$ cat config.mk
export PLATFORM = sky130hd
export DESIGN_NAME = ahbAddrDecode
export DESIGN_NICKNAME = d
export VERILOG_FILES = /design/src/hdl/ahbPkg.sv /design/src/hdl/socMapPkg.sv /design/src/hdl/ahbAddrDecode.sv
export VERILOG_INCLUDE_DIRS = /design/src /design/src/hdl
export SDC_FILE = /design/constraint.sdc
export NUM_CORES = 1
export LEC_CHECK = 0
export ABC_CLOCK_PERIOD_IN_PS = 1050
export BUFFER_PORTS_ARGS = -buffer_cell sky130_fd_sc_hd__buf_4
export CAP_MARGIN = 30
export CORE_MARGIN = 5
export CORE_UTILIZATION = 40
export DETAILED_ROUTE_END_ITERATION = 8
export PLACE_DENSITY_LB_ADDON = 0.08
export SLEW_MARGIN = 10
export SYNTH_ARGS = -nofsm -noshare
export SYNTH_HDL_FRONTEND = slang
export SYNTH_SLANG_ARGS = --single-unit
$ cat constraint.sdc
create_clock -name clk_ahb_i -period 1.05 [get_ports clk_ahb_i]
set_input_delay 0.105 -clock clk_ahb_i [delete_from_list [all_inputs] [get_ports clk_ahb_i]]
set_output_delay 0.105 -clock clk_ahb_i [all_outputs]
set_load 0.01 [all_outputs]
$ cat src/hdl/soc_params.svh
// Memory map and sizing constants of the AHB-Lite slave subsystem
// Include in any file that decodes addresses or sizes a slave

`ifndef SOC_PARAMS_SVH
`define SOC_PARAMS_SVH

// RAM region, 64 kB window
`define SOC_RAM_BASE   32'h0011_0000
`define SOC_RAM_MASK   32'hFFFF_0000

// Timer region, 4 kB window
`define SOC_TIMER_BASE 32'h0020_0000
`define SOC_TIMER_MASK 32'hFFFF_F000

// Physical RAM size in bytes
`define SOC_RAM_BYTES  4096

// Number of compare registers
`define SOC_TIMER_CNT  3

`endif

$ cat src/hdl/ahbPkg.sv
// AHB-Lite protocol types shared by the slave subsystem
// Import into any module that touches the request or response bus

package ahbPkg;

  //////////////////////////////////////////////////
  // Bus widths
  //////////////////////////////////////////////////

  typedef logic [31:0] haddrT;
  typedef logic [31:0] hdataT;

  // Transfer type as driven by the master
  typedef enum logic [1:0] {
    IDLE   = 2'b00,
    BUSY   = 2'b01,
    NONSEQ = 2'b10,
    SEQ    = 2'b11
  } htransT;

  // Only the sizes that fit a 32-bit bus
  typedef enum logic [2:0] {
    BYTE = 3'b000,
    HALF = 3'b001,
    WORD = 3'b010
  } hsizeT;

  //////////////////////////////////////////////////
  // Address phase and response bundles
  //////////////////////////////////////////////////

  typedef struct packed {
    logic   hsel;
    haddrT  haddr;
    logic   hwrite;
    hsizeT  hsize;
    htransT htrans;
  } ahbReqT;

  // hresp low means OKAY, high means ERROR
  typedef struct packed {
    hdataT hrdata;
    logic  hreadyout;
    logic  hresp;
  } ahbRspT;

endpackage

$ cat src/hdl/socMapPkg.sv
// Memory map types of the subsystem
// Carries the decoded data-phase record and the timer register width

package socMapPkg;

  import ahbPkg::*;

  // Which slave owns the transfer in its data phase
  typedef enum logic [1:0] {
    SEL_RAM   = 2'b00,
    SEL_TIMER = 2'b01,
    SEL_NONE  = 2'b10
  } slaveSelT;

  // Byte address inside a region
  typedef logic [11:0] offsetT;

  // Timer counter and compare width
  typedef logic [31:0] tickT;

  // Transfer now in its data phase
  typedef struct packed {
    logic     valid;
    slaveSelT sel;
    offsetT   offset;
    logic     hwrite;
    hsizeT    hsize;
  } dataPhaseT;

endpackage

$ cat src/hdl/ahbAddrDecode.sv
// Address-phase decoder
// Samples an accepted transfer and presents it to the slaves as a
// data-phase record for the following cycle(s)

`include "soc_params.svh"

module ahbAddrDecode
  import ahbPkg::*;
  import socMapPkg::*;
(
  input  logic      clk_ahb_i,
  input  logic      arstN_i,
  input  ahbReqT    req_i,
  input  logic      hready_i,
  output dataPhaseT dphase_o
);

  logic     xferReq;
  slaveSelT addrSel;

  // NONSEQ or SEQ with the slave selected
  assign xferReq = req_i.hsel && (req_i.htrans == NONSEQ || req_i.htrans == SEQ);

  // Region match on the masked address
  always_comb begin
    if ((req_i.haddr & `SOC_RAM_MASK) == `SOC_RAM_BASE) begin
      addrSel = SEL_RAM;
    end else if ((req_i.haddr & `SOC_TIMER_MASK) == `SOC_TIMER_BASE) begin
      addrSel = SEL_TIMER;
    end else begin
      addrSel = SEL_NONE;
    end
  end

  // Record only moves on when the bus is ready
  always_ff @(posedge clk_ahb_i or negedge arstN_i) begin
    if (!arstN_i) begin
      dphase_o <= '0;
    end else if (hready_i) begin
      dphase_o.valid <= xferReq;
      if (xferReq) begin
        dphase_o.sel    <= addrSel;
        dphase_o.offset <= req_i.haddr[11:0];
        dphase_o.hwrite <= req_i.hwrite;
        dphase_o.hsize  <= req_i.hsize;
      end
    end
  end

endmodule

* Word level (Yosys, flattened, before mapping)
Index checks and enable logic that the tools add are counted.
W data, S select, Z words.
** Word-level totals
- Register bits :: 19
- Output and inout bits :: 19
** Cells by class
- Equal/unequal tests :: 4
- Muxes and demuxes :: 2
- Reduce and logical (&&, ||, !) cells :: 3
** Operators with widths (count)
- $eq A20 B10 Y1 const B :: 1
- $eq A16 B5 Y1 const B :: 1
- $eq A2 B2 Y1 const B :: 2
- $mux W2 :: 2
- $reduce_and A2 Y1 :: 1
- $logic_and A1 B1 Y1 :: 1
- $logic_or A1 B1 Y1 :: 1

* Depth between registers and ports, before layout
- Depth after elaboration :: 4
- Depth in mapped cells :: 5
- Depth with buffers taken out :: 4

* Worst setup path after synthesis
OpenSTA, ideal clock, no wires.
- Path type :: input to register
- From :: in hready_i
- To :: reg dphase_o[0] (netlist name)
- Library setup time :: 125 ps
- Arrival :: 828 ps
- Required time :: 925 ps
- Setup slack :: 97 ps
- Stages on the path :: 4
- Buffers on the path :: 2
- Cells stage by stage :: and3_1 -> buf_6 -> buf_12 -> mux2_4
** On the way
- Cells in the longest elaborated chain, start to end :: 1
** Ends and longest elaborated chain
- from (decl) :: line ahbAddrDecode.sv:14 : input logic hready_i,
- $reduce_and A2 Y1 (no source line)
- to (decl) :: line ahbAddrDecode.sv:15 : output dataPhaseT dphase_o
No other way between the ends.
A chain may end at the register's enable or synchronous reset.

* Worst setup path in the final report
- From :: reg dphase_o[16] (netlist name)
- To :: out dphase_o[16] (netlist name)
No word-level cell between the ends.

==> impl_metrics.py <==
metrics = {
    "synth": {
        "netlist_area_um2": 824.5,
        "synth_seq_area_share_pct": 57.66,
        "syn_area_per_cell_um2": 14.47,
        "synth_common_cells": "dfrtp_1, mux2_4, mux2_2, nand2_1",
        "synthTopCellsByArea": "dfrtp_1, mux2_4, mux2_2",
        "syn-num-nets": 99,
        "synthCells": 57,
        "synth_edf_count": 0,
        "async_flop_share_pct": 100.0,
        "synth_top_area_cell": "dfrtp_1",
        "synth_warnings": 0,
        "synth_top_flop_cell": "dfrtp_1",
        "ys_types": 17,
        "synth_top_area_share_pct": 57.66,
        "yosysMostFrequentCell": "dfrtp_1",
        "ys_ff_latch": 19,
    },
    "placed_design": {
        "place_ws_ps": -15.54,
        "portBuffers": 59,
        "place_inst": 143,
        "hpwl_um": 1575,
        "gp_congestion": 0.6224,
    },
    "floorplan": {
        "die_area_mm2": 0.003069,
        "row_count": 16,
        "ios": 61,
        "die_x_um": 55.40,
        "fp.coreArea_mm2": 0.001962,
        "die-height_um": 55.40,
        "start_util_pct": 42.03,
    },
    "timing": {
        "final_hold_viol_count": 0,
        "max-slew-margin-rel_pct": 81.86,
        "worst_slew_pin_slew_ps": 269.6,
        "setup_tns_ps": 0,
        "report.final.setup_viol": 0,
        "fmax_mhz": 1058,
        "min_period_over_period_pct": 90.05,
        "skew_ps": 0,
        "slew_viol_final": 0,
        "timing.hold.ws_ps": 37.66,
        "fin_ws_ps": 104.5,
        "rsz0062_at_grt": "false",
        "finalCriticalPeriod_ps": 945.5,
    },
    "finish": {
        "n_antenna_cell": 0,
        "layout-drive-gt1-share_pct": 65.57,
        "largest_reg_flops": 19,
        "final_net_count": 165,
        "instances_no_fill": 149,
        "areaGrowthSynthToFinish_pct": 62.97,
        "registers.top_by_ff_count": "dphase_o",
        "final-seq-area_um2": 475.5,
        "fill_cells": 164,
        "largest_registers": "dphase_o (19)",
        "multi_input_area_um2": 314.1,
    },
    "detailed_routing": {
        "dr.pass1.iters": 4,
        "drc_errors": 0,
        "wl_per_cell_um": 13.18,
        "wl_um": 1964,
        "via_per_inst": 4.705,
        "vias": 701,
        "drt-initial-drc-count": 8,
        "drtAntennaViolNets": 0,
    },
    "cts": {
        "cts.clk_slew.worst_paths_ps": 100,
        "clk_path_buf_depth": 2,
        "cts_tree": "built",
        "root_buffer": "clkbuf_4",
        "cts_num_sinks": 19,
        "post_cts_buffers": 0,
        "htreeDepth": 1,
        "cts_buffers": 3,
        "clk_latency_ps": 280,
    },
    "critical_path": {
        "slowest_stage": "dfrtp_1",
        "cp-end-kind": "output port",
        "worstSetupPathType": "register to output port",
        "reg2reg_from": "dphase_o[11]",
        "crit_required_ps": 940,
        "start_kind": "register",
        "max_stage_delay_ps": 400,
        "cp_top_family": "flip-flops",
        "worst_ep_arrival_time_ps": 840,
        "crit_path_start": "dphase_o[16]",
        "crit_buf_inv": 1,
        "cp_max_fo": 2,
        "path_cells": "buf_4",
    },
    "hold_path": {
        "min_from": "req_i[5]",
        "hp-class": "input pin to register",
    },
    "global_route": {
        "antenna_found_initial": 0,
        "grt_pass1_vias": 735,
        "grt_max_degree": 20,
        "grt_overflow": 0,
        "grt_pass1_wl_um": 3049,
        "gr-usage-all-layers_pct": 12.40,
    },
    "power": {
        "power_mw": 1.868,
        "peakVddDrop_uv": 685.4,
        "p_per_area_mw_per_mm2": 1390,
        "p_leak_nw": 0.6710,
    },
    "job": {
        "cap_violations": 0,
    },
    "outcome": {
        "status": "completed",
    },
}
-- path summary, 6_finish.rpt --
| check | slack, ps | endpoint | cells past startpoint |
|---|---|---|---|
| max | 100 | dphase_o[16] | 1 |
| min | 40 | dphase_o[3] | 2 |
| max reg2reg | 280 | dphase_o[11] | 1 |
| min reg2reg | 510 | dphase_o[16] | 2 |
| max in group asynchronous | 640 | dphase_o[14] | 2 |
| min in group asynchronous | 210 | dphase_o[9] | 2 |
-- power by group --
group,internal (mW),switching (mW),leakage (nW),total (mW)
registers,0.857,0.0658,0.227,0.922
logic,0.392,0.201,0.429,0.593
clock network,0.147,0.206,0.0150,0.353
total,1.40,0.472,0.671,1.87
-- timing repair --
| item | CTS | global route |
|---|---|---|
| endpoints found under the hold margin | 19 | 1 |
| gates resized for setup | 0 | 0 |
| hold buffers | 1 | 1 |
| endpoints found under the setup margin | 0 | 0 |
-- area by class of cell --
cell class	instances	share of cell area, %
tap	27	2.514
timing repair buffer	63	36.50
clock buffer	4	1.955
inverter	1	0.2793
multi-input combinational	35	23.37
sequential	19	35.38
-- kinds of logic (layout without fill, tap and decap cells) --
logic type             count (synthesis)  after routing  share of synthesized area, %
AOI/OAI and AO/OA                      3              3                         2.125
buffers and inverters                  3             68                         4.248
DFF                                   19             19                         57.66
muxes                                 16             16                         25.95
and+or+nand+nor                       16             16                         10.02
-- per-layer routing --
| metal | GRT usage [%] | wire (um) |
|---|---|---|
| met1 | 13.45 | 773 |
| met4 | 4.167 | 9 |
| met3 | 5.128 | 201 |
| met5 | 0 | 0 |
| met2 | 21.62 | 980 |
-- layout by cell type (no fill, tap or decap) --
cell type | Yosys | routed
mux2_2 | 7 | 7
dfrtp_1 | 19 | 19
clkbuf_1 | 0 | 1
nor4_1 | 2 | 2
nand2b_1 | 1 | 1
o31ai_1 | 1 | 1
nand3_1 | 2 | 2
mux2_4 | 9 | 9
dlygate4sd3_1 | 0 | 2
nand2_1 | 5 | 5
inv_1 | 1 | 1
nor4b_1 | 1 | 1
buf_12 | 1 | 1
nor2_1 | 1 | 1
buf_4 | 0 | 60
nor3_1 | 2 | 2
and3_1 | 1 | 1
o21ai_0 | 2 | 2
clkbuf_4 | 0 | 3
nand4_1 | 1 | 1
-- through the flow --
step / cell area [um^2] / utilization, %
5_1_grt: 1344 / 68.49
2_1_floorplan: 824.5 / -
3_5_place_dp: 1297 / 66.14
6_report: 1344 / 68.49
3_3_place_gp: 1297 / 66.14
4_1_cts: 1334 / 67.98
Note: power is estimated with default switching activity, not from simulation.
