`config.mk`:
```
export PLATFORM = sky130hd
export DESIGN_NAME = ahbTimerSlave
export DESIGN_NICKNAME = d
export VERILOG_FILES = /design/src/hdl/ahbPkg.sv /design/src/hdl/socMapPkg.sv /design/src/hdl/ahbTimerSlave.sv
export VERILOG_INCLUDE_DIRS = /design/src /design/src/hdl
export SDC_FILE = /design/constraint.sdc
export NUM_CORES = 1
export LEC_CHECK = 0
export ABC_CLOCK_PERIOD_IN_PS = 1950
export BUFFER_PORTS_ARGS = -buffer_cell sky130_fd_sc_hd__buf_4
export CORE_UTILIZATION = 31
export CTS_CLUSTER_SIZE = 28
export DETAILED_ROUTE_END_ITERATION = 6
export SKIP_LAST_GASP = 1
export SYNTH_ARGS = -nofsm -noshare
export SYNTH_HDL_FRONTEND = slang
export SYNTH_SLANG_ARGS = --single-unit
```
`constraint.sdc`:
```
create_clock -name clk_ahb_i -period 1.95 [get_ports clk_ahb_i]
set_input_delay 0.195 -clock clk_ahb_i [delete_from_list [all_inputs] [get_ports clk_ahb_i]]
set_output_delay 0.195 -clock clk_ahb_i [all_outputs]
set_load 0.005 [all_outputs]
```
`src/hdl/soc_params.svh`:
```
// Memory map and sizing constants of the AHB-Lite slave subsystem
// Include in any file that decodes addresses or sizes a slave

`ifndef SOC_PARAMS_SVH
`define SOC_PARAMS_SVH

// RAM region, 64 kB window
`define SOC_RAM_BASE   32'h0011_0000
`define SOC_RAM_MASK   32'hFFFF_0000

// Timer region, 4 kB window
`define SOC_TIMER_BASE 32'h0020_0000
`define SOC_TIMER_MASK 32'hFFFF_F000

// Physical RAM size in bytes
`define SOC_RAM_BYTES  4096

// Number of compare registers
`define SOC_TIMER_CNT  3

`endif

```
`src/hdl/ahbPkg.sv`:
```
// AHB-Lite protocol types shared by the slave subsystem
// Import into any module that touches the request or response bus

package ahbPkg;

  //////////////////////////////////////////////////
  // Bus widths
  //////////////////////////////////////////////////

  typedef logic [31:0] haddrT;
  typedef logic [31:0] hdataT;

  // Transfer type as driven by the master
  typedef enum logic [1:0] {
    IDLE   = 2'b00,
    BUSY   = 2'b01,
    NONSEQ = 2'b10,
    SEQ    = 2'b11
  } htransT;

  // Only the sizes that fit a 32-bit bus
  typedef enum logic [2:0] {
    BYTE = 3'b000,
    HALF = 3'b001,
    WORD = 3'b010
  } hsizeT;

  //////////////////////////////////////////////////
  // Address phase and response bundles
  //////////////////////////////////////////////////

  typedef struct packed {
    logic   hsel;
    haddrT  haddr;
    logic   hwrite;
    hsizeT  hsize;
    htransT htrans;
  } ahbReqT;

  // hresp low means OKAY, high means ERROR
  typedef struct packed {
    hdataT hrdata;
    logic  hreadyout;
    logic  hresp;
  } ahbRspT;

endpackage

```
`src/hdl/socMapPkg.sv`:
```
// Memory map types of the subsystem
// Carries the decoded data-phase record and the timer register width

package socMapPkg;

  import ahbPkg::*;

  // Which slave owns the transfer in its data phase
  typedef enum logic [1:0] {
    SEL_RAM   = 2'b00,
    SEL_TIMER = 2'b01,
    SEL_NONE  = 2'b10
  } slaveSelT;

  // Byte address inside a region
  typedef logic [11:0] offsetT;

  // Timer counter and compare width
  typedef logic [31:0] tickT;

  // Transfer now in its data phase
  typedef struct packed {
    logic     valid;
    slaveSelT sel;
    offsetT   offset;
    logic     hwrite;
    hsizeT    hsize;
  } dataPhaseT;

endpackage

```
`src/hdl/ahbTimerSlave.sv`:
```
// Machine timer slave
// Free-running counter at offset 0 and compare registers from offset 4
// upwards; tint_o rises once the counter reaches any compare value

`include "soc_params.svh"

module ahbTimerSlave
  import ahbPkg::*;
  import socMapPkg::*;
(
  input  logic      clk_ahb_i,
  input  logic      arstN_i,
  input  dataPhaseT dphase_i,
  input  hdataT     hwdata_i,
  output ahbRspT    rsp_o,
  output logic      tint_o
);

  tickT       cnt;
  tickT       cmp [`SOC_TIMER_CNT];
  tickT       rdVal;
  logic [9:0] wordIdx;
  logic       wrEn;

  assign wordIdx = dphase_i.offset[11:2];
  assign wrEn    = dphase_i.valid && dphase_i.hwrite && (dphase_i.sel == SEL_TIMER);

  //////////////////////////////////////////////////
  // Counter
  //////////////////////////////////////////////////

  // Load takes priority over the increment
  always_ff @(posedge clk_ahb_i or negedge arstN_i) begin
    if (!arstN_i) begin
      cnt <= '0;
    end else if (wrEn && wordIdx == 10'd0) begin
      cnt <= hwdata_i;
    end else begin
      cnt <= cnt + 1'b1;
    end
  end

  //////////////////////////////////////////////////
  // Compare registers
  //////////////////////////////////////////////////

  // All ones keeps the interrupt quiet
  always_ff @(posedge clk_ahb_i or negedge arstN_i) begin
    if (!arstN_i) begin
      for (int i = 0; i < `SOC_TIMER_CNT; i++) begin
        cmp[i] <= '1;
      end
    end else if (wrEn) begin
      for (int i = 0; i < `SOC_TIMER_CNT; i++) begin
        if (wordIdx == 10'(i + 1)) begin
          cmp[i] <= hwdata_i;
        end
      end
    end
  end

  always_comb begin
    tint_o = 1'b0;
    for (int i = 0; i < `SOC_TIMER_CNT; i++) begin
      if (cnt >= cmp[i]) begin
        tint_o = 1'b1;
      end
    end
  end

  // Counter here already holds the value loaded at the capture edge
  always_comb begin
    rdVal = '0;
    if (wordIdx == 10'd0) begin
      rdVal = cnt;
    end
    for (int i = 0; i < `SOC_TIMER_CNT; i++) begin
      if (wordIdx == 10'(i + 1)) begin
        rdVal = cmp[i];
      end
    end
  end

  always_comb begin
    rsp_o.hrdata    = rdVal;
    rsp_o.hreadyout = 1'b1;
    rsp_o.hresp     = 1'b0;
  end

endmodule

```
## Yosys cells after proc, flatten, opt, wreduce, memory -nomap -nowiden

Cells that the tools add are included.

- Add/subtract/negate cells: 1
- $lt $le $gt $ge: 3
- Eq/ne operators: 4
- Muxes and demuxes: 8
- Reductions and logical operators: 7

Operators by type and width:

| cell | number |
|---|---|
| $mux 32 | 5 |
| $ge 32x32->1 | 3 |
| $add 32x1->32 const B | 1 |
| $eq 10x2->1 const B | 2 |
| $eq 10x1->1 const B | 1 |
| $logic_not 10->1 | 1 |
| $reduce_and 2->1 | 3 |
| $logic_and 1x1->1 | 3 |
| $mux 1 | 3 |
| $eq 2x1->1 const B | 1 |

- Register bits: 128
- Bits of input ports: 53
- Output and inout bits: 35
- Word-level logic and storage cells: 27

## Longest topological paths before layout

Gate-level depths: netlist of the first run.

- Word-level depth: 5
- Mapped depth: 8
- Depth with buffers taken out: 8

## Worst setup path before layout of the first run

No wires, ideal clock.

- Path kind: register to output
- From: register cnt[0]
- To: output tint_o
- Arrival: 1.959 ns
- Data required time: 1.755 ns
- Slack: -0.204 ns
- Cell stages (with the launch flop): 9
- Buffers on the path: 0
- Cells stage by stage: dfrtp_1 > inv_1 > ha_1 > nand2b_1 > a2111oi_0 > nor4_1 > a2111oi_0 > o32a_1 > nand4b_1

- Word-level cells in the longest chain between the ends: 4
- Elaborated cells between the ends (all ways): 6
- Those cells by class: order compare (3); mux (3)

RTL lines:

| element | RTL line | text |
|---|---|---|
| from (decl) | ahbTimerSlave.sv:19 | `tickT cnt;` |
| from (signal assigned) | ahbTimerSlave.sv:37 | `cnt <= hwdata_i;` |
| from (signal assigned) | ahbTimerSlave.sv:39 | `cnt <= cnt + 1'b1;` |
| $ge 32x32->1 | ahbTimerSlave.sv:65 | `if (cnt >= cmp[i]) begin` |
| $mux 1 (2 in a row) | ahbTimerSlave.sv:65 |  |
| $mux 1 * | ahbTimerSlave.sv:65 |  |
| to (decl) | ahbTimerSlave.sv:16 | `output logic tint_o` |

Every way passes the cells marked *; elsewhere a longest branch is shown, timed or not.

## Worst setup path in the final report of the first run

- From: register cmp[33] (netlist bit)
- To: output tint_o

- Word-level cells in the longest chain between the ends: 3

RTL lines:

| element | RTL line | text |
|---|---|---|
| from (decl) | ahbTimerSlave.sv:20 | `` tickT cmp [`SOC_TIMER_CNT]; `` |
| from (signal, indexed assignment) | ahbTimerSlave.sv:56 | `cmp[i] <= hwdata_i;` |
| $ge 32x32->1 | ahbTimerSlave.sv:65 |  |
| $mux 1 (2 in a row) | ahbTimerSlave.sv:65 |  |

No other way between the ends.

==> summary.txt, run 1 <==
Status
  – Failing checks: DRC, setup timing
  – Outcome: finished, violations left

Power
  – Lkg Pwr: a little over 6 nW
  – Pwr dens: approximately 600 nW/um^2
  – Peak VDD IR: about 0.00054 V

Global route
  – Largest net degree at the start of global routing: 49
  – First-pass GRT wire length: 41.0 mm
  – GRT overflow: 0
  – Initial antenna violation count: 0
  – Vias in the first global route: 7720
  – Global Route Usage Sum: 0.197

Yosys
  – #FFs+latches synth: 128
  – Xor and xnor fraction of the mapped netlist area: 0.0317
  – Fraction of synthesized area in multiplexers: 0.00544
  – Syn. warnings: 0
  – Post-Synth Simple-Gate Area: 0.156
  – Syn_nets: 1098
  – Synth unique cells: 54
  – Syn Area/Cell: around 8.7 um^2
  – Post-synthesis compound-gate area fraction: 0.189
  – Mapped Area: between 8000 and 9000 um^2
  – Share of flip-flops with an asynchronous set or reset: 1.00
  – Adder-cell share of the synthesized area: 0.147
  – EDFF count, synth: 0
  – Largest family of logic cells by synthesized area: compound AO/OA/AOI/OAI gates
  – Cells after synthesis: approximately 950
  – Register area share after synthesis: 0.401
  – Synth Flop Type: dfstp_2

Route
  – DR pass1 iterations: 7
  – Drt total wl: approximately 27 mm
  – Wire per inst: around 17 um
  – Drt first-iter violations: 584
  – ANT nets after route: 0
  – Vias: 7878
  – Via-to-Cell Ratio: approximately 5.1
  – Drt drc: 12

Layout
  – Commonest non-fill, non-tap cell in the layout: buf_4
  – Number of fill cells: 2451
  – Layout cell share with drive strength beyond 1: 0.392
  – Area delta synth->final: 46.3%
  – Sequential Area: ~3300 um^2
  – Fin cells: 1548
  – Final Cell Area: 12100 um^2
  – Footprint of the multi-input gates: 4890 um^2
  – ANT cells: 0
  – Most frequent cells in the layout: buf_4, nand2_1, o21ai_0
  – Final Net Count: about 1.4k

Timing
  – Tcrit/Tclk final: 1.55
  – WHS: ~0.013 ns
  – RSZ-0062 raised after global routing: true
  – Final worst path period need: 3.01 ns
  – Final setup viols: 23
  – Pins Over Slew Limit: 0
  – Maximum clock frequency: 0.332 GHz
  – Final hold vios: 0
  – Worst setup margin: -1.06 ns
  – Worst Clk Skew: 0.0124 ns

Critical path
  – Critical path class: flop to output port
  – CP bufs+invs: 3
  – CP most frequent cell: buf_4
  – Crit path cell chain: inv_2 -> ha_4 -> nor2b_4 -> o211a_1 -> o311ai_2 -> buf_4 -> a31oi_4 -> nor4_2 -> nand4b_1 -> buf_4
  – Worst r2r src: cnt[1]$_DFF_PN0_
  – Slowest CP cell: dfstp_2
  – Worst Setup SP: cmp[33]$_DFFE_PN1P_
  – Startpoint types: flop
  – CP peak stage delay: around 0.53 ns
  – Crit path capture type: output port
  – Worst path required time: 1.75 ns
  – R2R setup slack: -0.49 ns
  – Arrival @ worst endpoint: 2.82 ns
  – Maximum fanout count along the critical path: 2
  – CP top delay family: compound AO/OA/AOI/OAI gates

Placed design
  – Port Buffers: 80
  – Post-DP HPWL: 19.0 mm
  – Placed cell area: 10600 um^2
  – Placed cell count: between 1k and 1.5k
  – Gpl congestion: 0.866

Job
  – Max Cap Viol: 0

Floorplanning
  – Initial core utilization: 0.317
  – Die Span X: 165 um
  – Cell Rows: 59
  – IO Pins: just under 90
  – CORE AREA: 26100 um^2
  – Die Area: around 27000 um^2
  – Die height: 165 um

Clock tree
  – CTS max path bufs: 2
  – CTS H-tree depth: 4
  – CTS sink count: 128
  – CTS tree: built
  – Clock slew seen by the registers of the worst setup and hold paths: approximately 0.060 ns
  – Worst skew pair latency: 0.43 ns
  – TritonCTS buffer count: 17
  – CTS root buffer: clkbuf_16

Hold path
  – Hold path startpoint: hwdata_i[24]
  – HP Class: input port to flop
tightest hold or removal path, cell delays in order:
cell	delay (ns)
buf_4	0.11
nand2_1	0.04
o21ai_0	0.06
cell families after synthesis:
logic type / count (synthesis)
flops: 128
mux: 4
compound gates: 261
fa+ha+maj: 97
buf+inv: 143
xor+xnor: 30
simple gates: 283
other cells: 2
per-layer routing:
layer  GRT usage  share of wire  vias up
li1            -              -     3808
met4      0.0785          0.026        0
met5           0              0        -
met3      0.0332          0.049       39
met2       0.322           0.48      206
met1       0.257           0.44     3825
through the flow:
step,power [mW],worst slack (ns),TNS [ns],util
finish,7.23,-1.06,-5.42,0.464
global route,7.51,-1.13,-7.64,0.464
CTS,7.23,-1.03,-5.01,0.444
detailed placement,3.66,-0.866,-4.76,0.405
global placement,3.64,-0.837,-5.54,0.405
floorplan,3.19,-0.0552,-0.140,-
cell type report:
| class | instances | share of cell area |
|---|---|---|
| inverter | 101 | 0.0313 |
| timing repair buffer | 275 | 0.203 |
| tap | 335 | 0.0346 |
| clock buffer | 20 | 0.0377 |
| multi-input combinational | 677 | 0.404 |
| sequential | 128 | 0.275 |
| clock inverter | 12 | 0.0151 |
sequential cells by signal (all words and copies together), names as in the netlist:
name,cells
cmp,96
cnt,32
path summary, 6_finish.rpt:
check	depth (start not counted)	end
min reg2reg	2	cmp[54]$_DFFE_PN1P_
min	3	cmp[88]$_DFFE_PN1P_
max in group asynchronous	3	cmp[4]$_DFFE_PN1P_
min in group asynchronous	2	cnt[1]$_DFF_PN0_
max	10	tint_o
max reg2reg	9	cnt[28]$_DFF_PN0_
power breakdown:
group | switching [mW] | internal [mW]
clock network | 1.29 | 2.22
registers | 0.0718 | 2.74
logic | 0.473 | 0.433
total | 1.84 | 5.39
cell usage after synthesis (16+ instances only):
cell type	n	share of area
a21oi_1	81	0.049
a222oi_1	21	0.025
a22oi_1	24	0.022
clkbuf_1	36	0.016
dfrtp_1	32	0.097
dfstp_2	96	0.30
ha_1	97	0.15
inv_1	101	0.046
nand2_1	131	0.059
nand3_1	16	0.0097
nand4_1	24	0.018
nor2_1	74	0.034
o21ai_0	98	0.059
xnor2_1	16	0.017
what timing repair did:
action                     CTS  global route
buffers inserted            13            19
pin swaps                   21            58
gates resized for setup     37            73
hold buffers                 9             0
hold endpoints to repair    37             0
setup endpoints to repair   44            51
cloned                       1             1
(Power assumes the default switching activity.)
==> run 2: changes to the inputs <==
--- a/config.mk
+++ b/config.mk
@@ -8,6 +8,7 @@
 export LEC_CHECK = 0
 export ABC_CLOCK_PERIOD_IN_PS = 1950
 export BUFFER_PORTS_ARGS = -buffer_cell sky130_fd_sc_hd__buf_4
+export CORE_ASPECT_RATIO = 0.9
 export CORE_UTILIZATION = 31
 export CTS_CLUSTER_SIZE = 28
 export DETAILED_ROUTE_END_ITERATION = 6
==> summary.txt, run 2 (synthesized netlist as in run 1, its figures left out) <==
Status
  – Outcome: finished, violations left
  – Failing checks: setup timing

Layout
  – ANT cells: 0
  – Layout cell share with drive strength beyond 1: 0.358
  – Max FFs per register: 96
  – Most frequent cells in the layout: buf_4, nand2_1, inv_1
  – Final Net Count: 1332
  – Commonest non-fill, non-tap cell in the layout: buf_4
  – Biggest regs: cmp (96), cnt (32)
  – Fin cells: 1543
  – Area delta synth->final: 41.9%
  – Biggest register: cmp
  – Layout Utilization: 0.449

Timing
  – Relative slew slack: 0.664
  – RSZ-0062 raised after global routing: true
  – Final worst path period need: 2.87 ns
  – Pins Over Slew Limit: 0
  – Worst slew pin tran: 0.504 ns
  – Tcrit/Tclk final: 1.47
  – Final setup viols: 18
  – Final hold vios: 0
  – Maximum clock frequency: about 0.35 GHz
  – Worst Clk Skew: ~0.008 ns
  – Worst setup margin: -0.916 ns
  – WHS: 0.00325 ns

Hold path
  – HP Class: input port to flop

Route
  – Via-to-Cell Ratio: 4.98
  – Drt total wl: 26.0 mm
  – ANT nets after route: 0
  – Wire per inst: roughly 17 um
  – Drt first-iter violations: 531
  – Vias: 7685
  – Drt drc: 0
  – DR pass1 iterations: 6

Critical path
  – CP bufs+invs: 2
  – Crit path capture type: output port
  – Critical path class: flop to output port
  – Worst path required time: between 1.5 and 2 ns
  – Crit path cell chain: inv_1 -> ha_4 -> a222oi_1 -> o2111ai_1 -> a211o_1 -> nor4_1 -> nand4b_1 -> buf_4
  – Startpoint types: flop
  – CP top delay family: compound AO/OA/AOI/OAI gates
  – Slowest CP cell: dfstp_2
  – Arrival @ worst endpoint: 2.67 ns
  – CP peak stage delay: 0.53 ns
  – Maximum fanout count along the critical path: 2

Floorplanning
  – Initial core utilization: 0.317
  – Die Area: 27400 um^2
  – Die Span X: 174 um
  – IO Pins: 88
  – CORE AREA: 26100 um^2
  – Die height: 157 um
  – Cell Rows: 56

Global route
  – Initial antenna violation count: 0
  – Global Route Usage Sum: 0.195
  – Largest net degree at the start of global routing: 37
  – GRT overflow: 0
  – Vias in the first global route: 7707
  – First-pass GRT wire length: 41.5 mm

Placed design
  – Placed cell count: 1484
  – Dpl ws: -0.558 ns
  – Port Buffers: 80
  – Gpl congestion: 0.882
  – Post-DP HPWL: 19.3 mm

Clock tree
  – Clock slew seen by the registers of the worst setup and hold paths: roughly 0.060 ns
  – CTS max path bufs: 2
  – CTS H-tree depth: 4
  – Worst skew pair latency: 0.43 ns
  – CTS root buffer: clkbuf_16
  – CTS sink count: between 100 and 150
  – CTS tree: built
  – TritonCTS buffer count: 17

Power
  – Power Total: 7.37 mW
  – Peak VDD IR: 0.000596 V
  – Lkg Pwr: 6.11 nW
  – Pwr dens: 628 nW/um^2

Job
  – Max Cap Viol: 0
==> run 2: cell count changes in the layout (fill, tap and decap cells not counted), moves of 7 or more <==
cell,change
buf_4,-11
ha_4,-10
buf_6,-7
ha_1,+10
==> run 2: area by class of cell <==
type	instances	area (um^2)
fill	2474	14400
clock inverter	13	209
multi-input combinational	677	4660
sequential	128	3320
clock buffer	19	453
timing repair buffer	257	2290
inverter	101	379
tap	348	435
==> run 2: layer usage <==
metal / track usage / routed length (um) / vias up
li1: - / - / 3785
met1: 0.270 / 12700 / 3683
met2: 0.310 / 11600 / 187
met3: 0.0326 / 1220 / 30
met4: 0.0614 / 462 / 0
met5: 0 / 0 / -
==> run 2: repair_timing <==
item                       CTS  global route
hold buffers                10             0
gates cloned                 1             1
setup endpoints to repair   45            47
pin swaps                   26            32
setup buffers               10            13
gates resized for setup     46            21
hold endpoints to repair    19             0
==> run 2: through the flow <==
stage	setup TNS, ns	cell area [um^2]
after floorplan	-0.140	8320
after global placement	-9.01	10500
after detailed placement	-8.47	10500
after CTS	-3.16	11600
after global routing	-6.33	11700
final	-4.38	11700
==> run 2: worst min-delay path, cell delays in order <==
cell and delay, ns:
buf_4 0.10, nand2_1 0.04, o21ai_0 0.06
==> run 2: where the power goes <==
group	switching [mW]	internal [mW]	leakage, nW
Sequential	0.0906	2.74	1.44
Combinational	0.458	0.447	4.35
Clock	1.30	2.34	0.316
==> run 2: final timing paths <==
check                                           end  slack [ns]  depth (start not counted)                 from
worst max-delay path                         tint_o       -0.92                          8  cmp[95]$_DFFE_PN1P_
worst min-delay path            cmp[20]$_DFFE_PN1P_       0.003                          3         hwdata_i[20]
min in group asynchronous         cnt[10]$_DFF_PN0_        0.28                          2              arstN_i
worst min register to register  cmp[55]$_DFFE_PN1P_        0.51                          2  cmp[55]$_DFFE_PN1P_
worst max register to register    cnt[28]$_DFF_PN0_       -0.37                         10     cnt[1]$_DFF_PN0_
max in group asynchronous       cmp[15]$_DFFE_PN1P_        0.98                          3              arstN_i
