`src/hdl/soc_params.svh`:
```
// Memory map and sizing constants of the AHB-Lite slave subsystem
// Include in any file that decodes addresses or sizes a slave

`ifndef SOC_PARAMS_SVH
`define SOC_PARAMS_SVH

// RAM region, 64 kB window
`define SOC_RAM_BASE   32'h0011_0000
`define SOC_RAM_MASK   32'hFFFF_0000

// Timer region, 4 kB window
`define SOC_TIMER_BASE 32'h0020_0000
`define SOC_TIMER_MASK 32'hFFFF_F000

// Physical RAM size in bytes
`define SOC_RAM_BYTES  4096

// Number of compare registers
`define SOC_TIMER_CNT  3

`endif

```
`src/hdl/ahbPkg.sv`:
```
// AHB-Lite protocol types shared by the slave subsystem
// Import into any module that touches the request or response bus

package ahbPkg;

  //////////////////////////////////////////////////
  // Bus widths
  //////////////////////////////////////////////////

  typedef logic [31:0] haddrT;
  typedef logic [31:0] hdataT;

  // Transfer type as driven by the master
  typedef enum logic [1:0] {
    IDLE   = 2'b00,
    BUSY   = 2'b01,
    NONSEQ = 2'b10,
    SEQ    = 2'b11
  } htransT;

  // Only the sizes that fit a 32-bit bus
  typedef enum logic [2:0] {
    BYTE = 3'b000,
    HALF = 3'b001,
    WORD = 3'b010
  } hsizeT;

  //////////////////////////////////////////////////
  // Address phase and response bundles
  //////////////////////////////////////////////////

  typedef struct packed {
    logic   hsel;
    haddrT  haddr;
    logic   hwrite;
    hsizeT  hsize;
    htransT htrans;
  } ahbReqT;

  // hresp low means OKAY, high means ERROR
  typedef struct packed {
    hdataT hrdata;
    logic  hreadyout;
    logic  hresp;
  } ahbRspT;

endpackage

```
`src/hdl/socMapPkg.sv`:
```
// Memory map types of the subsystem
// Carries the decoded data-phase record and the timer register width

package socMapPkg;

  import ahbPkg::*;

  // Which slave owns the transfer in its data phase
  typedef enum logic [1:0] {
    SEL_RAM   = 2'b00,
    SEL_TIMER = 2'b01,
    SEL_NONE  = 2'b10
  } slaveSelT;

  // Byte address inside a region
  typedef logic [11:0] offsetT;

  // Timer counter and compare width
  typedef logic [31:0] tickT;

  // Transfer now in its data phase
  typedef struct packed {
    logic     valid;
    slaveSelT sel;
    offsetT   offset;
    logic     hwrite;
    hsizeT    hsize;
  } dataPhaseT;

endpackage

```
`src/hdl/ahbRespMux.sv`:
```
// Response multiplexer with the built-in default slave
// Returns the selected slave's response and answers unmapped transfers
// with the two-cycle ERROR sequence

module ahbRespMux
  import ahbPkg::*;
  import socMapPkg::*;
(
  input  logic      clk_ahb_i,
  input  logic      arstN_i,
  input  dataPhaseT dphase_i,
  input  ahbRspT    ramRsp_i,
  input  ahbRspT    timerRsp_i,
  output ahbRspT    rsp_o,
  output logic      hready_o
);

  typedef enum logic {
    ERR_IDLE,
    ERR_HOLD
  } errStateT;

  errStateT errState;
  logic     errStart;

  assign errStart = dphase_i.valid && (dphase_i.sel == SEL_NONE);

  //////////////////////////////////////////////////
  // Default slave FSM
  //////////////////////////////////////////////////

  always_ff @(posedge clk_ahb_i or negedge arstN_i) begin
    if (!arstN_i) begin
      errState <= ERR_IDLE;
    end else begin
      case (errState)
        ERR_IDLE: if (errStart) errState <= ERR_HOLD;
        ERR_HOLD: errState <= ERR_IDLE;
        default:  errState <= ERR_IDLE;
      endcase
    end
  end

  // Idle bus answers OKAY and ready
  always_comb begin
    rsp_o = '{hrdata: '0, hreadyout: 1'b1, hresp: 1'b0};
    if (dphase_i.valid) begin
      case (dphase_i.sel)
        SEL_RAM:   rsp_o = ramRsp_i;
        SEL_TIMER: rsp_o = timerRsp_i;
        default: begin
          // Wait state first, then ready with ERROR still up
          rsp_o.hreadyout = (errState == ERR_HOLD);
          rsp_o.hresp     = 1'b1;
        end
      endcase
    end
  end

  assign hready_o = rsp_o.hreadyout;

endmodule

```
`config.mk`:
```
export PLATFORM = sky130hd
export DESIGN_NAME = ahbRespMux
export DESIGN_NICKNAME = d
export VERILOG_FILES = /design/src/hdl/soc_params.svh /design/src/hdl/ahbPkg.sv /design/src/hdl/socMapPkg.sv /design/src/hdl/ahbRespMux.sv
export SDC_FILE = /design/constraint.sdc
export NUM_CORES = 1
export LEC_CHECK = 0
export ABC_AREA = 0
export BUFFER_PORTS_ARGS = -buffer_cell sky130_fd_sc_hd__buf_2
export CORE_MARGIN = 3
export CORE_UTILIZATION = 22
export DETAILED_ROUTE_END_ITERATION = 8
export PLACE_DENSITY = 0.74
export SETUP_SLACK_MARGIN = 0.3
export SYNTH_ARGS = -nofsm -noshare
export SYNTH_HDL_FRONTEND = slang
export SYNTH_SLANG_ARGS = --single-unit
```
`constraint.sdc`:
```
create_clock -name clk_ahb_i -period 1.2 [get_ports clk_ahb_i]
set_input_delay 0.24 -clock clk_ahb_i [delete_from_list [all_inputs] [get_ports clk_ahb_i]]
set_output_delay 0.24 -clock clk_ahb_i [all_outputs]
set_load 0.05 [all_outputs]
```
# Yosys cells after proc, flatten, opt, wreduce, memory -nomap -nowiden
# Cells that the tools add are included.
# totals
word_cells	11
output_inout_bits	35
register_bits	1
# classes
eq_ne	2
reduce_logical	2
bitwise	1
n_mux	5
# op_table
cell	count
one-hot mux 32 bit (2 select lines)	1
2-to-1 mux 34 bit	1
one-hot mux 2 bit (2 select lines)	1
equality test 2 x 1 -> 1 bit (second input constant)	1
equality test 2 bit (second input constant)	1
logical NOT 2 bit	1
one-hot mux 1 bit (2 select lines)	1
logical AND 1 bit	1
2-to-1 mux 1 bit	1
NOT 1 bit	1

# Logic depth before layout (Yosys ltp)
# Gate-level depths: netlist of the first run.
# logic_depth
depth_word	4
depth_mapped	4
mapped_depth_nobuf	2

# Worst setup path before layout of the first run
# No wires, ideal clock.
# synth_path
kind	input -> output
start	input port dphase_i[17] in the netlist's numbering
end	output port rsp_o[10] in the netlist's numbering
slack_ns	-0.360
t_arrival_ns	1.320
cell_stages	4
path_buffers	2
path_cell_list	nand2b_1 buf_2 buf_2 nor2_1
# synth_rtl
element	line_no	rtl
from (decl)	ahbRespMux.sv:11	input dataPhaseT dphase_i,
to (decl)	ahbRespMux.sv:14	output ahbRspT rsp_o,

==> results.md, run 1 <==
* Worst clock skew at 0 ps
* CP Launch Type: input pin
* Final setup violating endpoints at 35
* Antenna viol nets, final at 0
* Post-DP HPWL at 2.241 mm
* DR DRC count at 0
* Post-synth top cells: mux2i_1 (32), nor2_1 (32), buf_2 (4), buf_6 (4), mux2_4 (2)
* Fin crit period at 1306 ps
* Post-Syn Area per Cell at ~7.5 sq um
* Largest registers: errState (1)
* CP max FO at 7
* # fillers at between 100 and 150
* WP data required at between 900 and 1000 ps
* Yosys warns at 0
* Top FF cell, synth: dfrtp_1
* Area fraction of the dominant cell type after synthesis at 0.5300
* Clock share of power at 0
* Count of cell types in the netlist at 12
* Crit Path Class: in2out
* Vias/cell at roughly 4.9
* Final Hold Fails at 0
* Status: complete, but fails checks
* Setup tns final at -1968 ps
* CP Capture Type: output port
* Area Overhead vs Synth at 281.2%
* Vert. Die Dim at approximately 58 um
* I/O pin count at approximately 120
* Initial antenna violation count at 0
* Pwr/cell area at 482.1 nW/um^2
* Final WS setup at -105.8 ps
* Die Area at roughly 3400 sq um
* Violated checks: setup timing
* Vias in the first global route at 1166
* Post-CTS setup buffers at 0
* Main area contributors after synthesis: mux2i_1 (53%), nor2_1 (20%), buf_6 (7.5%)
* Nets at 282
* # rows at 18
* Vias after detailed routing at 1073
* Top reg by flops: errState
* Congestion Overflow GR at 0
* N_diodes at 0
* Synth Instances at between 80 and 90
* Area of the multi-input gates at around 1200 sq um
* Final period utilization at 1.088
* Number of flip-flops in the largest register at 1
* Layout cells sized above 1 at 0.9895
* DR iter-0 viols at 19
* LEAKAGE at ~0.94 nW
* RSZ-0062 raised after global routing: yes
* Post-synth top area cell: mux2i_1
* Largest net degree at the start of global routing at 11
* Final cell count without fillers at roughly 220
* Post-synth EDFFs at 0
* Gpl congestion at 0.7222
* Core Area at roughly 2500 sq um
* Global-route wire length before repair at ~5.8 mm
* Arr. time, crit path at 1070 ps
* TritonRoute pass-1 iters at 3
* Final Max Slew Viols at 0
* # port buffers at between 100 and 150
* Total Wirelength at between 3 and 4 mm
* Mapped Nets at between 150 and 200
* Slew headroom at 0.8366
* Post-synthesis sequential area ratio at 0.04141
* NetSw at roughly 560 uW
* Peak supply drop at ~0.4 mV
* Clock-pin slew on the worst setup and hold paths at 0 ps
* Post-DR wirelength/cell at 17.33 um
* GRT Overall Usage at 0.2190
* # Max-Cap Violations at 0
* Fmax at between 700 and 800 MHz
* Die width at 58.41 um
* Worst hold-check path type: in2async
* Sequential share of power at 0.033
* FF/Latch Area at ~25 sq um
* Pint at between 500 and 600 uW
* Worst-margin pin slew at 241.7 ps
* Clock Latency Late Sink at 0 ps
* Logic pwr share at 0.967
* Switching portion of total power at 0.5001
* Initial Util at 0.2375
* Post-Place Cells at approximately 220
* Async SR Flop Fraction at 1.000
* Yosys reg bits at 1
* Synth Cell Area at around 600 sq um
[worst max-delay path, cell delays in order]
cell    delay, ps
buf_16        130
mux2_4        310
o22a_4        230
buf_6         150
[power groups by stage]
stage	combinational (mW)	sequential, mW	clock, mW
finish	1.07	0.0369	0
global route	1.12	0.0372	0
CTS	1.02	0.0367	0
detailed placement	0.698	0.0367	0
global placement	0.683	0.0365	0
floorplan	0.516	0.0364	0
[layout make-up]
class | count | share of cell area
repair buffers | 119 | 0.4617
multi-input cells | 71 | 0.5111
well taps | 30 | 0.01630
flip-flops and latches | 1 | 0.01086
[cells in the final DEF, fill, tap and decap left out]
cell,instances
buf_4,2
mux2i_4,32
buf_2,70
buf_6,28
o21a_4,1
clkbuf_16,1
nand2b_4,1
mux2_4,2
buf_8,8
dfrtp_1,1
nand2_1,1
nor4bb_2,1
o22a_4,1
nor2_4,32
buf_12,5
buf_16,5
[metal layers]
layer | wire length [um] | GRT usage | vias to the layer above | part of all wire
met5 | 0 | 0 | - | 0
met4 | 60 | 0.03311 | 0 | 0.016
met3 | 205 | 0.01754 | 6 | 0.054
met2 | 2458 | 0.4689 | 54 | 0.64
met1 | 1104 | 0.2258 | 512 | 0.29
li1 | - | - | 501 | -
[metrics by stage]
step	hold WS (ps)	power [mW]	util	instance area, sq um	setup WS (ps)
5_1_grt	20.87	1.154	0.9051	2303	-120.2
6_report	15.44	1.111	0.9051	2303	-105.8
3_3_place_gp	15.63	0.7192	0.5880	1496	-249.3
4_1_cts	16.06	1.060	0.8643	2200	-107.2
3_5_place_dp	16.06	0.7345	0.5880	1496	-288.1
2_1_floorplan	-55.59	0.5524	-	939.7	-161.8
[path summary, 6_finish.rpt]
| path | startpoint | to | slack [ps] | depth (start not counted) |
|---|---|---|---|---|
| min | arstN_i | errState | 20 | 1 |
| max reg2reg | errState | errState | 410 | 1 |
| max | dphase_i[16] | rsp_o[1] | -110 | 4 |
| max in group asynchronous | arstN_i | errState | 1100 | 1 |
| min in group clk_ahb_i | errState | errState | 480 | 1 |
| min reg2reg | errState | errState | 480 | 1 |
[kinds of logic (layout without fill, tap and decap cells)]
logic type             after synthesis  in the layout  share of synthesized area
AO/OA/AOI/OAI                        2              2                    0.02692
buffers and inverters                9            119                     0.1201
flip-flops                           1              1                    0.04140
multiplexers                        34             34                     0.5797
AND/OR/NAND/NOR                     35             35                     0.2319
[repair_timing]
| item | in CTS | in global routing |
|---|---|---|
| gates cloned | 4 | 1 |
| endpoints found under the setup margin | 36 | 36 |
| resized for setup | 135 | 19 |
| hold buffers | 0 | 0 |
| endpoints found under the hold margin | 0 | 0 |
| pin swaps | 11 | 8 |
Note: power is estimated with default switching activity, not from simulation.
==> run 2, diff against run 1 <==
--- a/config.mk
+++ b/config.mk
@@ -5,12 +5,12 @@
 export SDC_FILE = /design/constraint.sdc
 export NUM_CORES = 1
 export LEC_CHECK = 0
-export ABC_AREA = 0
+export ABC_AREA = 1
 export BUFFER_PORTS_ARGS = -buffer_cell sky130_fd_sc_hd__buf_2
 export CORE_MARGIN = 3
-export CORE_UTILIZATION = 22
+export CORE_UTILIZATION = 23
 export DETAILED_ROUTE_END_ITERATION = 8
-export PLACE_DENSITY = 0.74
+export PLACE_DENSITY = 0.75
 export SETUP_SLACK_MARGIN = 0.3
 export SYNTH_ARGS = -nofsm -noshare
 export SYNTH_HDL_FRONTEND = slang
==> run 2 against run 1 <==
Compared with the run above: the flow still finishes with violations (setup timing); final area decreased by 12%; global-route usage down 2.4 points; area after synthesis grew 3.9%; core utilization is 11 points lower; via count up 21%; sequential power shrank 2%; first-iteration DRC count is 140% higher; register-to-register slack better by 150 ps; critical path depth increased by 2; die area is 0.53% lower; flip-flop and latch count did not move; critical path type unchanged; critical endpoint is now rsp_o[33].
==> results.md, run 2 <==
* Area fraction of the dominant cell type after synthesis at 0.2709
* Main area contributors after synthesis: nand3_1 (27%), a21oi_1 (26%), nand2_1 (22%)
* NetSw at ~500 uW
* Post-DR wirelength/cell at 14.49 um
* Count of cell types in the netlist at 13
* Final Max Slew Viols at 0
* # Max-Cap Violations at 0
* Vert. Die Dim at just under 60 um
* Final setup violating endpoints at 35
* Async SR Flop Fraction at 1.000
* Status: complete, but fails checks
* Placed Area at roughly 1700 sq um
* WHS at 16.12 ps
* GRT Overall Usage at 0.1951
* Worst hold-check path type: in2async
* I/O pin count at approximately 120
* Arr. time, crit path at 1130 ps
* Congestion Overflow GR at 0
* Gpl congestion at roughly 0.76
* Post-Syn Area per Cell at ~5.0 sq um
* Mapped Nets at approximately 220
* Top reg by flops: errState
* R2r setup slk at 560 ps
* Total Wirelength at approximately 3.8 mm
* Violated checks: setup timing
* Most common cell in the synthesized netlist: nand2_1
* Initial antenna violation count at 0
* Fmax at 728.3 MHz
* Post-DP HPWL at 2.586 mm
* Nets at ~320
* Final cell count without fillers at 260
* Vias after detailed routing at 1299
* TritonRoute pass-1 iters at 4
* Top FF cell, synth: dfrtp_1
* Slew headroom at 0.8486
* Final Hold Fails at 0
* Synth Cell Area at 628.1 sq um
* Synth Instances at approximately 130
* RSZ-0062 raised after global routing: yes
* Clock share of power at 0
* Largest registers: errState (1)
* CP max FO at 19
* Worst Reg2Reg Path Length in Cells at 1
* Cts hold-fix bufs at 0
* Die Area at about 3400 sq um
* # port buffers at 107
* Die width at around 58 um
* Final WS setup at -173.1 ps
* Antenna viol nets, final at 0
* Clock-pin slew on the worst setup and hold paths at 0 ps
* Vias in the first global route at 1337
* Leading cell types in the layout, fill and taps excluded: buf_2 (72), a21oi_4 (32), buf_6 (30)
* Crit Path Class: in2out
* Post-CTS setup buffers at 0
* LEAKAGE at approximately 0.82 nW
* Clock Latency Late Sink at 0 ps
* Global-route wire length before repair at between 5 and 6 mm
* Core Area at about 2500 sq um
* CP Launch Type: input pin
* DR iter-0 viols at 45
* DR DRC count at 0
* Worst-margin pin slew at ~230 ps
* Post-synthesis sequential area ratio at 0.03984
* Post-layout instance area at a little over 2000 sq um
* CP Capture Type: output port
* Post-synth top area cell: nand3_1
* Switching portion of total power at 0.5659
* Vias/cell at 4.996
* # fillers at between 150 and 200
* Largest net degree at the start of global routing at 20
* Initial Util at 0.2468
* Fin crit period at roughly 1400 ps
* Number of flip-flops in the largest register at 1
* Final period utilization at 1.144
* Layout cells sized above 1 at 0.8087
* Most common cell after layout, fill and taps aside: buf_2
* Sequential share of power at 0.040
* Worst R2R Start: errState
* Worst clock skew at 0 ps
* WP data required at 960 ps
* Yosys reg bits at 1
* Post-Place Cells at between 200 and 300
* # rows at 18
* Peak supply drop at about 0.38 mV
* Logic pwr share at 0.960
* Yosys warns at 0
* Pwr/cell area at roughly 440 nW/um^2
* N_diodes at 0
* RR Endpoint: errState
* Pint at between 300 and 400 uW
* Post-synth top cells: nand2_1 (37), nand3_1 (34), a21oi_1 (33), buf_2 (6), buf_6 (4)
* Post-synth EDFFs at 0
* Area Overhead vs Synth at 223.7%
## run 2: cell count changes in the layout (fill, tap and decap cells not counted), moves of 5 or more
cell / previous run / this run
buf_16: 5 / 0
a21oi_4: 0 / 32
nand2_2: 0 / 12
mux2i_4: 32 / 0
nor2_4: 32 / 2
nand3_1: 0 / 15
nand3_2: 0 / 18
nand2_1: 1 / 25
## run 2: worst max-delay path by stage
| stage | from | endpoint | slack [ps] | depth (start not counted) |
|---|---|---|---|---|
| after floorplan | dphase_i[16] | rsp_o[10] | -130 | 5 |
| after global placement | dphase_i[16] | rsp_o[25] | -230 | 6 |
| after detailed placement | dphase_i[16] | rsp_o[33] | -240 | 6 |
| after CTS | dphase_i[17] | rsp_o[33] | -150 | 6 |
| after global routing | dphase_i[17] | rsp_o[3] | -200 | 6 |
| final | dphase_i[16] | rsp_o[33] | -170 | 6 |
## run 2: power groups by stage
stage / logic (mW) / registers (mW) / clock network, mW
floorplan: 0.498 / 0.0362 / 0
global placement: 0.721 / 0.0363 / 0
finish: 0.864 / 0.0363 / 0
global route: 0.907 / 0.0364 / 0
CTS: 0.820 / 0.0364 / 0
detailed placement: 0.727 / 0.0364 / 0
## run 2: cells by family after synthesis
kind of cell / synth area share
buffers and inverters: 0.1673
AO/OA/AOI/OAI: 0.2630
flip-flops: 0.03983
AND/OR/NAND/NOR: 0.5299
## run 2: cell type report
| type | instances | area, sq um | share of cell area |
|---|---|---|---|
| Inverter | 3 | 11.26 | 0.005538 |
| Multi-Input combinational cell | 108 | 1001 | 0.4923 |
| Sequential cell | 1 | 25.02 | 0.01231 |
| Tap cell | 30 | 37.54 | 0.01846 |
| Timing Repair Buffer | 118 | 958.4 | 0.4714 |
## run 2: stage by stage
stage	setup WS, ps	util	total power [mW]	setup TNS [ps]
2_1_floorplan	-129.6	-	0.5339	-3917
3_3_place_gp	-228.0	0.6554	0.7574	-7180
3_5_place_dp	-238.4	0.6554	0.7635	-7435
4_1_cts	-154.9	0.7478	0.8559	-4353
5_1_grt	-199.1	0.7989	0.9436	-5758
6_report	-173.1	0.7989	0.8999	-4335
## run 2: routing by layer
layer,wire length (um),global-route usage
met1,1335,0.1854
met2,2050,0.4210
met3,361,0.04677
met4,21,0.01656
met5,0,0
## run 2: what timing repair did
| item | 4_1_cts | 5_1_grt |
|---|---|---|
| endpoints found under the setup margin | 36 | 35 |
| resized for setup | 74 | 32 |
| pin swaps | 1 | 0 |
## run 2: worst max-delay path, cell delays in order
cell,delay [ps]
buf_2,150
nor2_4,150
buf_12,170
nand2_1,110
a21oi_4,140
buf_6,170
==> run 3, diff against run 2 <==
--- a/config.mk
+++ b/config.mk
@@ -8,9 +8,9 @@
 export ABC_AREA = 1
 export BUFFER_PORTS_ARGS = -buffer_cell sky130_fd_sc_hd__buf_2
 export CORE_MARGIN = 3
-export CORE_UTILIZATION = 23
+export CORE_UTILIZATION = 27
 export DETAILED_ROUTE_END_ITERATION = 8
-export PLACE_DENSITY = 0.75
+export PLACE_DENSITY = 0.83
 export SETUP_SLACK_MARGIN = 0.3
 export SYNTH_ARGS = -nofsm -noshare
 export SYNTH_HDL_FRONTEND = slang
==> constraint.sdc (replaced) <==
create_clock -name clk_ahb_i -period 1.7 [get_ports clk_ahb_i]
set_input_delay 0.34 -clock clk_ahb_i [delete_from_list [all_inputs] [get_ports clk_ahb_i]]
set_output_delay 0.34 -clock clk_ahb_i [all_outputs]
set_load 0.05 [all_outputs]
==> run 3 against run 2 <==
Compared with the run above: the run now fails in clock tree synthesis (4_1_cts); synthesized cell count stayed put; area after synthesis unchanged.
==> results.md, run 3 <==
* Synth Cell Area at about 630 sq um
* Mapped Nets at 215
* Post-synth top cells: nand2_1 (37), nand3_1 (34), a21oi_1 (33), buf_2 (6), buf_6 (4)
* Most common cell in the synthesized netlist: nand2_1
* Post-CTS setup buffers at 4
* Post-synthesis sequential area ratio at 0.03984
* Async SR Flop Fraction at 1.000
* # port buffers at 107
* Count of cell types in the netlist at 13
* Yosys reg bits at 1
* Initial Util at 0.3017
* Tool error: [ERROR DPL-0038] Utilization greater than 100%, impossible to legalize
* Pre-CTS WS at ~17 ps
* Post-Syn Area per Cell at between 4 and 5 sq um
* Post-synth EDFFs at 0
* Top FF cell, synth: dfrtp_1
* Synth Instances at around 130
* Cts hold-fix bufs at 0
* Main area contributors after synthesis: nand3_1 (27%), a21oi_1 (26%), nand2_1 (22%)
* I/O pin count at around 120
* Die width at between 50 and 60 um
* Post-Place Cells at between 200 and 300
* # resized after CTS at 113
* # rows at 16
* Stage reached: clock tree synthesis (4_1_cts)
* Gpl congestion at around 0.75
* Status: did not finish
* Area fraction of the dominant cell type after synthesis at 0.2709
* Yosys warns at 0
* Vert. Die Dim at ~54 um
* Post-DP HPWL at 2.802 mm
* Post-synth top area cell: nand3_1
## run 3: cell counts after synthesis
No cell type changed its count.
## run 3: cells by family after synthesis
logic type,synth area share
AO/OA/AOI/OAI,0.2630
buffers and inverters,0.1673
flip-flops,0.03983
AND/OR/NAND/NOR,0.5299
## run 3: metrics by stage
stage,cell area [sq um],hold WS [ps]
after floorplan,1070,44.41
after global placement,1652,120.3
after detailed placement,1652,118.4
==> run 4, diff against run 3 <==
--- a/config.mk
+++ b/config.mk
@@ -7,11 +7,10 @@
 export LEC_CHECK = 0
 export ABC_AREA = 1
 export BUFFER_PORTS_ARGS = -buffer_cell sky130_fd_sc_hd__buf_2
-export CORE_MARGIN = 3
-export CORE_UTILIZATION = 27
+export CORE_AREA = 3 3 64 66
 export DETAILED_ROUTE_END_ITERATION = 8
-export PLACE_DENSITY = 0.83
-export SETUP_SLACK_MARGIN = 0.3
+export DIE_AREA = 0 0 67 69
+export PLACE_DENSITY_LB_ADDON = 0.15
 export SYNTH_ARGS = -nofsm -noshare
 export SYNTH_HDL_FRONTEND = slang
 export SYNTH_SLANG_ARGS = --single-unit
==> run 4 against run 3 <==
Compared with the run above: the flow now finishes without violations.
==> results.md, run 4 (synthesis results as in run 2) <==
* RSZ-0062 raised after global routing: no
* Switching portion of total power at 0.6127
* Final Max Slew Viols at 0
* CP Cell Sequence: buf_2, nor2_4, buf_12, nand2_1, a21oi_2, buf_2
* Fmax at 625.4 MHz
* Worst hold-check path type: in2async
* N_diodes at 0
* # resized after CTS at 0
* Leading cell types in the layout, fill and taps excluded: buf_2 (107), nand2_1 (37), nand3_1 (33)
* Most common cell after layout, fill and taps aside: buf_2
* Die width at roughly 67 um
* NetSw at 281.7 uW
* Final Hold Fails at 0
* Core Area at between 3000 and 4000 sq um
* TritonRoute pass-1 iters at 3
* Status: completed
* LEAKAGE at ~0.70 nW
* Logic pwr share at 0.944
* Worst clock skew at 0 ps
* Final period utilization at 0.9406
* CP max-delay cell: buf_2
* # port buffers at ~110
* Critical Path Most Common Cell: buf_2
* Gpl congestion at approximately 0.7
* Met3 GRT Util at 0.02280
* Fin crit period at approximately 1600 ps
* Antenna viol nets, final at 0
* Congestion Overflow GR at 0
* Crit Path Class: in2out
* M2 GR Usage at 0.2183
* Post-DP HPWL at approximately 2.5 mm
* Pre-CTS WS at roughly 86 ps
* Nets at 319
* Final cell count without fillers at 276
* DR DRC count at 0
* Clock-pin slew on the worst setup and hold paths at 0 ps
* Post-DR wirelength/cell at 11.13 um
* Initial antenna violation count at 0
* Post-CTS setup buffers at 0
* Cts hold-fix bufs at 0
* Post-Place Cells at ~280
* I/O pin count at 124
* Clock share of power at 0
* Die Area at roughly 4600 sq um
* Met1 GRT Util at 0.1489
* Sequential share of power at 0.056
* Area Overhead vs Synth at 119.3%
* Initial Util at 0.1729
* # Max-Cap Violations at 0
* WP data required at between 1000 and 1500 ps
* Peak supply drop at ~0.13 mV
* CP Capture Type: output port
* Top reg by flops: errState
* Worst-margin pin slew at 262.7 ps
* Global-route wire length before repair at between 4 and 5 mm
* Pint at 178.1 uW
* DR iter-0 viols at 11
* CP peak stage delay at approximately 270 ps
* Vert. Die Dim at a little under 70 um
* Most Used Layer, Global Route: met2
* Slew headroom at 0.8247
* Clock Latency Late Sink at 0 ps
* Arr. time, crit path at about 1300 ps
* Vias/cell at 4.435
* Final setup violating endpoints at 0
* Layout cells sized above 1 at 0.6535
* Largest net degree at the start of global routing at 22
* Pwr/cell area at about 330 nW/um^2
* Vias in the first global route at about 1100
* CP Launch Type: input pin
* # rows at 22
* Number of flip-flops in the largest register at 1
* # fillers at just over 400
* CP max FO at 19
* Largest registers: errState (1)
* Vias after detailed routing at 1224
* Total Wirelength at about 3.1 mm
* Final Core Density at 0.3791
* Final WS setup at slightly above 100 ps
* GRT Overall Usage at 0.1190
## run 4: power by group through the flow
stage | logic (mW) | registers (mW) | clock network (mW)
after global placement | 0.438 | 0.0257 | 0
final | 0.434 | 0.0256 | 0
after detailed placement | 0.438 | 0.0256 | 0
after CTS | 0.439 | 0.0256 | 0
after global routing | 0.468 | 0.0258 | 0
after floorplan | 0.282 | 0.0255 | 0
## run 4: metal layers
metal	up-vias	part of all wire	routed length, um
li1	634	-	-
met1	521	0.42	1283
met2	69	0.45	1381
met3	0	0.13	406
met4	0	0	0
met5	-	0	0
## run 4: path summary, 6_finish.rpt
kind | startpoint | to | slack [ps] | depth (start not counted)
min in group clk_ahb_i | errState | errState | 420 | 1
max in group asynchronous | arstN_i | errState | 1500 | 1
hold / removal | arstN_i | errState | 120 | 1
setup reg to reg | errState | errState | 1100 | 1
hold reg to reg | errState | errState | 420 | 1
setup / recovery | dphase_i[17] | rsp_o[19] | 100 | 6
## run 4: cell type report
cell class | instances | area, sq um | share of cell area
inverters | 3 | 11.26 | 0.008174
multi-input cells | 108 | 615.6 | 0.4469
flip-flops and latches | 1 | 25.02 | 0.01817
well taps | 48 | 60.06 | 0.04360
repair buffers | 116 | 665.6 | 0.4832
## run 4: worst max-delay path, delay by kind of cell
family          cells  cell delay [ps]
compound gates      1              100
buf+inv             3              580
simple gates        2              240
## run 4: metrics by stage
stage               instance area, sq um  total power, mW  TNS [ps]  hold slack [ps]
finish                              1378           0.4598         0            115.9
global route                        1378           0.4938         0            123.2
CTS                                 1378           0.4646         0            116.4
detailed placement                  1378           0.4632         0            116.4
global placement                    1378           0.4636         0            115.7
floorplan                          745.7           0.3076    -178.2            44.41
